===== config.mk =====
export PLATFORM = sky130hd
export DESIGN_NAME = rv_core_flat
export DESIGN_NICKNAME = d
export VERILOG_FILES = /design/src/source/soc_pkg.sv /design/src/source/cpu_bus_if.sv /design/src/source/rv_decode.sv /design/src/source/rv_execute.sv /design/src/source/rv_result.sv /design/src/source/rv_core.sv /design/src/flat_wrapper.sv
export SDC_FILE = /design/constraint.sdc
export NUM_CORES = 2
export LEC_CHECK = 0
export ABC_AREA = 1
export BUFFER_PORTS_ARGS = -buffer_cell sky130_fd_sc_hd__buf_4
export CAP_MARGIN = 20
export CORE_MARGIN = 8
export CORE_UTILIZATION = 45
export DETAILED_ROUTE_END_ITERATION = 12
export GPL_ROUTABILITY_DRIVEN = 0
export PLACE_DENSITY = 0.7
export SYNTH_ARGS = -nofsm -noshare
export SYNTH_HDL_FRONTEND = slang
export SYNTH_HIERARCHICAL = 1
export SYNTH_SLANG_ARGS = --single-unit

===== constraint.sdc =====
create_clock -name CLOCK_50 -period 10.7 [get_ports CLOCK_50]
set_input_delay 2.14 -clock CLOCK_50 [delete_from_list [all_inputs] [get_ports CLOCK_50]]
set_output_delay 2.14 -clock CLOCK_50 [all_outputs]
set_load 0.02 [all_outputs]

===== src/source/soc_pkg.sv =====
package soc_pkg;

    // Data path and memory map
    localparam int xlen = 32;
    localparam int mem_words = 512;
    localparam int mem_index_bits = $clog2(mem_words);

    localparam logic [xlen-1:0] ram_base = 32'h0000_0400;
    localparam logic [xlen-1:0] key_addr = 32'h0000_1000;
    localparam logic [xlen-1:0] uart_addr = 32'h0000_1004;
    localparam logic [xlen-1:0] irq_vector = 32'h0000_0040;
    localparam logic [xlen-1:0] reset_pc = 32'h0000_0000;

    // Major opcodes of the supported subset
    typedef enum logic [6:0] {
        op_imm    = 7'b0010011,
        op_reg    = 7'b0110011,
        op_load   = 7'b0000011,
        op_store  = 7'b0100011,
        op_branch = 7'b1100011,
        op_jal    = 7'b1101111,
        op_system = 7'b1110011
    } opcode_e;

    typedef enum logic [2:0] {
        alu_add,
        alu_sub,
        alu_xor,
        alu_or,
        alu_and
    } alu_op_e;

    typedef enum logic [1:0] {
        st_fetch,
        st_execute,
        st_load_wait
    } core_state_e;

    // One decoded instruction
    typedef struct packed {
        alu_op_e         alu_op;
        logic [4:0]      rd;
        logic [4:0]      rs1;
        logic [4:0]      rs2;
        logic [xlen-1:0] imm;
        logic            use_imm;
        logic            reg_write;
        logic            is_load;
        logic            is_store;
        logic            is_branch;
        logic            branch_ne;
        logic            is_jal;
        logic            is_mret;
    } decoded_t;

endpackage


===== src/source/cpu_bus_if.sv =====
`timescale 1ns/10ps

interface cpu_bus_if;
    import soc_pkg::*;

    logic [xlen-1:0] address;
    logic [xlen-1:0] write_data;
    logic            write_enable;
    logic            read_enable;
    // Valid the cycle after read_enable
    logic [xlen-1:0] read_data;

    modport core (
        output address,
        output write_data,
        output write_enable,
        output read_enable,
        input  read_data
    );

    modport memory (
        input  address,
        input  write_data,
        input  write_enable,
        input  read_enable,
        output read_data
    );

endinterface


===== src/source/rv_decode.sv =====
`timescale 1ns/10ps

module rv_decode (
    input  logic [soc_pkg::xlen-1:0] instruction,
    output soc_pkg::decoded_t        decoded
);
    import soc_pkg::*;

    opcode_e         opcode;
    logic [2:0]      funct3;
    logic [6:0]      funct7;
    logic [xlen-1:0] imm_i;
    logic [xlen-1:0] imm_s;
    logic [xlen-1:0] imm_b;
    logic [xlen-1:0] imm_j;

    assign opcode = opcode_e'(instruction[6:0]);
    assign funct3 = instruction[14:12];
    assign funct7 = instruction[31:25];

    // Sign-extended immediates
    assign imm_i = {{20{instruction[31]}}, instruction[31:20]};
    assign imm_s = {{20{instruction[31]}}, instruction[31:25], instruction[11:7]};
    assign imm_b = {{19{instruction[31]}}, instruction[31], instruction[7],
                    instruction[30:25], instruction[11:8], 1'b0};
    assign imm_j = {{11{instruction[31]}}, instruction[31], instruction[19:12],
                    instruction[20], instruction[30:21], 1'b0};

    always_comb begin
        // Default is a no-operation
        decoded = '0;
        decoded.alu_op = alu_add;
        decoded.rd = instruction[11:7];
        decoded.rs1 = instruction[19:15];
        decoded.rs2 = instruction[24:20];

        case (opcode)
            op_imm: begin
                decoded.imm = imm_i;
                decoded.use_imm = 1'b1;
                decoded.reg_write = 1'b1;
                case (funct3)
                    3'b000: decoded.alu_op = alu_add;
                    3'b100: decoded.alu_op = alu_xor;
                    3'b110: decoded.alu_op = alu_or;
                    3'b111: decoded.alu_op = alu_and;
                    // Shifts and compares are not supported
                    default: decoded.reg_write = 1'b0;
                endcase
            end
            op_reg: begin
                decoded.reg_write = 1'b1;
                if (funct3 == 3'b000 && funct7 == 7'h20) begin
                    decoded.alu_op = alu_sub;
                end else if (funct7 != 7'h00) begin
                    decoded.reg_write = 1'b0;
                end else begin
                    case (funct3)
                        3'b000: decoded.alu_op = alu_add;
                        3'b100: decoded.alu_op = alu_xor;
                        3'b110: decoded.alu_op = alu_or;
                        3'b111: decoded.alu_op = alu_and;
                        default: decoded.reg_write = 1'b0;
                    endcase
                end
            end
            op_load: begin
                // LW only
                if (funct3 == 3'b010) begin
                    decoded.imm = imm_i;
                    decoded.use_imm = 1'b1;
                    decoded.reg_write = 1'b1;
                    decoded.is_load = 1'b1;
                end
            end
            op_store: begin
                if (funct3 == 3'b010) begin
                    decoded.imm = imm_s;
                    decoded.use_imm = 1'b1;
                    decoded.is_store = 1'b1;
                end
            end
            op_branch: begin
                // BEQ and BNE compare through a subtract
                if (funct3[2:1] == 2'b00) begin
                    decoded.imm = imm_b;
                    decoded.alu_op = alu_sub;
                    decoded.is_branch = 1'b1;
                    decoded.branch_ne = funct3[0];
                end
            end
            op_jal: begin
                decoded.imm = imm_j;
                decoded.reg_write = 1'b1;
                decoded.is_jal = 1'b1;
            end
            op_system: begin
                decoded.is_mret = (instruction == 32'h3020_0073);
            end
            default: decoded.reg_write = 1'b0;
        endcase
    end

endmodule


===== src/source/rv_execute.sv =====
`timescale 1ns/10ps

module rv_execute (
    input  soc_pkg::decoded_t        decoded,
    input  logic [soc_pkg::xlen-1:0] pc,
    input  logic [soc_pkg::xlen-1:0] rs1_value,
    input  logic [soc_pkg::xlen-1:0] rs2_value,
    input  logic                     issue,
    output logic [soc_pkg::xlen-1:0] alu_result,
    output logic [soc_pkg::xlen-1:0] next_pc,
    cpu_bus_if.core                  bus
);
    import soc_pkg::*;

    logic [xlen-1:0] operand_b;
    logic            equal;
    logic            taken;
    logic [xlen-1:0] pc_plus4;
    logic [xlen-1:0] pc_target;

    assign operand_b = decoded.use_imm ? decoded.imm : rs2_value;

    always_comb begin
        case (decoded.alu_op)
            alu_add: alu_result = rs1_value + operand_b;
            alu_sub: alu_result = rs1_value - operand_b;
            alu_xor: alu_result = rs1_value ^ operand_b;
            alu_or:  alu_result = rs1_value | operand_b;
            alu_and: alu_result = rs1_value & operand_b;
            default: alu_result = rs1_value + operand_b;
        endcase
    end

    // Branches decode to a subtract, so zero means equal
    assign equal = (alu_result == '0);
    assign taken = decoded.is_branch && (decoded.branch_ne ? !equal : equal);

    assign pc_plus4 = pc + xlen'(4);
    assign pc_target = pc + decoded.imm;
    assign next_pc = (taken || decoded.is_jal) ? pc_target : pc_plus4;

    // Loads and stores add the immediate in the ALU
    assign bus.address = alu_result;
    assign bus.write_data = rs2_value;
    assign bus.read_enable = issue && decoded.is_load;
    assign bus.write_enable = issue && decoded.is_store;

endmodule


===== src/source/rv_result.sv =====
`timescale 1ns/10ps

module rv_result (
    input  logic                     CLOCK_50,
    input  logic                     KEY0,
    input  soc_pkg::decoded_t        decoded,
    input  logic [soc_pkg::xlen-1:0] alu_result,
    input  logic [soc_pkg::xlen-1:0] load_data,
    input  logic [soc_pkg::xlen-1:0] pc,
    input  soc_pkg::core_state_e     state,
    output logic [soc_pkg::xlen-1:0] rs1_value,
    output logic [soc_pkg::xlen-1:0] rs2_value
);
    import soc_pkg::*;

    logic [xlen-1:0] regs [0:31];
    logic [xlen-1:0] wb_value;
    logic            wb_state_ok;
    logic            wb_enable;

    // x0 is never written, so it reads zero
    assign rs1_value = regs[decoded.rs1];
    assign rs2_value = regs[decoded.rs2];

    always_comb begin
        if (state == st_load_wait) begin
            wb_value = load_data;
        end else if (decoded.is_jal) begin
            // Link address
            wb_value = pc + xlen'(4);
        end else begin
            wb_value = alu_result;
        end
    end

    // Loads write one state later than everything else
    assign wb_state_ok = decoded.is_load ? (state == st_load_wait) : (state == st_execute);
    assign wb_enable = decoded.reg_write && (decoded.rd != 5'd0) && wb_state_ok;

    always_ff @(posedge CLOCK_50 or negedge KEY0) begin
        if (!KEY0) begin
            for (int i = 0; i < 32; i++) begin
                regs[i] <= '0;
            end
        end else if (wb_enable) begin
            regs[decoded.rd] <= wb_value;
        end
    end

endmodule


===== src/source/rv_core.sv =====
`timescale 1ns/10ps

module rv_core (
    input  logic                     CLOCK_50,
    input  logic                     KEY0,
    output logic [soc_pkg::xlen-1:0] fetch_address,
    input  logic [soc_pkg::xlen-1:0] instruction,
    input  logic                     irq_pending,
    output logic                     irq_ack,
    cpu_bus_if.core                  bus
);
    import soc_pkg::*;

    core_state_e     state;
    logic [xlen-1:0] pc;
    logic [xlen-1:0] mepc;
    logic            irq_enable;
    decoded_t        decoded_w;
    decoded_t        decoded_q;
    decoded_t        decoded_cur;
    logic [xlen-1:0] rs1_value;
    logic [xlen-1:0] rs2_value;
    logic [xlen-1:0] alu_result;
    logic [xlen-1:0] next_pc;

    assign fetch_address = pc;

    // Interrupt entry only between instructions and never nested
    assign irq_ack = (state == st_fetch) && irq_pending && irq_enable;

    // In load_wait the fetch port already shows the next instruction
    assign decoded_cur = (state == st_load_wait) ? decoded_q : decoded_w;

    always_ff @(posedge CLOCK_50 or negedge KEY0) begin
        if (!KEY0) begin
            state <= st_fetch;
            pc <= reset_pc;
            mepc <= reset_pc;
            irq_enable <= 1'b1;
        end else begin
            case (state)
                st_fetch: begin
                    if (irq_ack) begin
                        mepc <= pc;
                        pc <= irq_vector;
                        irq_enable <= 1'b0;
                    end else begin
                        state <= st_execute;
                    end
                end
                st_execute: begin
                    if (decoded_w.is_mret) begin
                        pc <= mepc;
                        irq_enable <= 1'b1;
                    end else begin
                        pc <= next_pc;
                    end
                    state <= decoded_w.is_load ? st_load_wait : st_fetch;
                end
                st_load_wait: state <= st_fetch;
                default: state <= st_fetch;
            endcase
        end
    end

    always_ff @(posedge CLOCK_50) begin
        if (state == st_execute) begin
            decoded_q <= decoded_w;
        end
    end

    rv_decode decode (
        .instruction (instruction),
        .decoded     (decoded_w)
    );

    rv_execute execute (
        .decoded    (decoded_cur),
        .pc         (pc),
        .rs1_value  (rs1_value),
        .rs2_value  (rs2_value),
        .issue      (state == st_execute),
        .alu_result (alu_result),
        .next_pc    (next_pc),
        .bus        (bus)
    );

    rv_result result (
        .CLOCK_50   (CLOCK_50),
        .KEY0       (KEY0),
        .decoded    (decoded_cur),
        .alu_result (alu_result),
        .load_data  (bus.read_data),
        .pc         (pc),
        .state      (state),
        .rs1_value  (rs1_value),
        .rs2_value  (rs2_value)
    );

endmodule


===== src/flat_wrapper.sv =====
// flat-port wrapper written by rule: the top's interface ports become plain ports
module rv_core_flat import soc_pkg::*;
  (CLOCK_50, KEY0, fetch_address, instruction, irq_pending, irq_ack, bus_address, bus_write_data, bus_write_enable, bus_read_enable, bus_read_data);
  cpu_bus_if bus_i ();
  input  logic CLOCK_50;
  input  logic KEY0;
  output logic [soc_pkg::xlen-1:0] fetch_address;
  input  logic [soc_pkg::xlen-1:0] instruction;
  input  logic irq_pending;
  output logic irq_ack;
  output wire logic [$bits(bus_i.address)-1:0] bus_address;
  output wire logic [$bits(bus_i.write_data)-1:0] bus_write_data;
  output wire logic [$bits(bus_i.write_enable)-1:0] bus_write_enable;
  output wire logic [$bits(bus_i.read_enable)-1:0] bus_read_enable;
  input wire logic [$bits(bus_i.read_data)-1:0] bus_read_data;
  assign bus_address = bus_i.address;
  assign bus_write_data = bus_i.write_data;
  assign bus_write_enable = bus_i.write_enable;
  assign bus_read_enable = bus_i.read_enable;
  assign bus_i.read_data = bus_read_data;
  rv_core u_core (.CLOCK_50(CLOCK_50), .KEY0(KEY0), .fetch_address(fetch_address), .instruction(instruction), .irq_pending(irq_pending), .irq_ack(irq_ack), .bus(bus_i));
endmodule

==> results.ini <==
[outcome]
status=finished, final reports clean

[cells_and_area]
drive_above_1_share_pct=7.24
nNetsFinal=11200
layout_commonest_cell=nand2_1
antenna_cells=0
fin_util_pct=48.6
final_cell_mix=nand2_1, dfrtp_1, nand3_1
syn2layout_area_growth_pct=7.87

[timing]
fin_skew_ps=36.0
hold_viol_final=0
post-route-min-period_ps=10270
final-setup-viol-count=0
rsz0062_at_grt=no
worst_pin_slew_ps=1230
fmax_mhz=97.4
finalMaxSlewViolations=0
post-route-period-util_pct=95.9
fin_tns_setup_ps=0
timing.slew.headroom_pct=18.1

[worst_hold_path]
min_from=u_core/result/regs[1002]
holdPathEnd=u_core/result/regs[1002]
hold_class=register to register
min_path_cells=0

[critical_path]
endpoint_kind=primary output
timing.rr.end=u_core/fetch_address[19]
cpMostUsedCell=nand2_1
timing.rr.start=u_core/state[0]
crit_path_top_delay_cell=buf_12
ff2ff_path_depth=39
cp_max_fo=98
worstPathRequired_ps=8560
arrival_ps=8130
rrSetupSlack_ps=2140
cp_slowest_stage_delay_ps=350
crit_type=primary input to primary output
cp-start-kind=primary input

[placed_design]
io_buffers=165
hpwlAfterDp_mm=188

[die]
die_h_um=427
rows=151
initial_utilization_pct=45.1
ios=166
die_w_um=427
dieArea_um2=182000
core_area_um2=169000

[pwr]
p_leak_nw=40.9
p_per_area_nw_per_um2=148
ir_worst_vdd_mv=0.159

[grt]
grt_overflow=0
grt_pass1_wl_mm=466
grt_pass1_vias=76600
grt_usage_pct=32.7
antenna_found_initial=6
grt_max_degree=184

[synthesis]
ys_warn_count=6
netlist_area_um2=76100
synth_fp_nets=11700
synth_cells=11500
avgSynthCellArea_um2=6.62

[cts]
postCtsSetupBuffers=0
cts.sinks=1148
clockRootBuffer=clkbuf_16
clockBufferDepth=3
postCtsHoldBufs=0
htreeDepth=4
numCtsBuffers=133
clkLatencyLatePin_ps=810
cts_tree=built
cts.clk_slew.worst_paths_ps=60

[routing]
drt_iter0_markers=12800
viasPerCell=6.10
drc=0
ant_nets=0
vias=81500
drt_pass1_iterations=9
wirelength_mm=310
wl_per_cell_um=23.2

[run]
max-cap-violations=0

[sequential cells by signal, indices dropped and copies added, names as in the netlist]
name / count
u_core/result/regs: 1024
u_core/decoded_q: 57
u_core/fetch_address: 32
u_core/mepc: 32
u_core/state: 2
u_core/irq_enable: 1
[routing by layer]
layer  global-route usage [%]  up-vias  wire [µm]
met2                     48.0     6312     128000
met4                     22.9        8      25700
li1                         -    35800          -
met3                     9.97     1516      43900
met5                        0        -         47
met1                     41.1    37900     112000
[per-stage QoR]
step,instances,setup WS [ps],area [µm²],total power [mW],hold WS [ps]
3_5_place_dp,13100,524,77300,7.21,366
6_report,13400,435,82000,12.2,377
2_1_floorplan,11500,1940,76100,6.23,429
3_3_place_gp,13100,507,77300,7.17,365
4_1_cts,13400,451,81900,12.1,380
5_1_grt,13400,19.9,82000,12.5,386
[critical path, delay by kind of cell]
family                     cells  cell delay, ps
AOI/OAI and AO/OA              2             360
adders and majority gates      2             550
and+or+nand+nor               28            3960
xor gates and xnor gates       1             170
buffers and inverters          4             780
[final cells by class]
type	instances	area, µm²
fillers	16500	86700
multi-input cells	8875	40400
flip-flops and latches	1148	29000
clock buffers	189	3880
repair buffers	369	3230
well taps	2218	2780
inverters	509	1990
clock inverters	51	749
[report_power, final]
group / internal, mW / leakage [nW] / switching, mW
sequential: 4.42 / 15.4 / 0.0776
combinational: 0.679 / 23.3 / 2.09
clock: 2.87 / 2.27 / 2.03
total: 7.97 / 40.9 / 4.20
[worst max-delay path by stage]
stage | slack, ps | cells past startpoint | to | start
global route | 20 | 37 | bus_address[31] | instruction[20]
floorplan | 1940 | 36 | bus_address[30] | instruction[20]
finish | 430 | 37 | bus_address[31] | instruction[20]
CTS | 450 | 34 | bus_address[31] | instruction[21]
detailed placement | 520 | 34 | bus_address[31] | instruction[21]
global placement | 510 | 36 | bus_address[31] | instruction[21]
[what timing repair did]
| item | 4_1_cts | 5_1_grt |
|---|---|---|
| resized for setup | 0 | 6 |
| endpoints found under the setup margin | 0 | 7 |
| hold endpoints to repair | 0 | 0 |
Power figures use the tool's default switching activity.
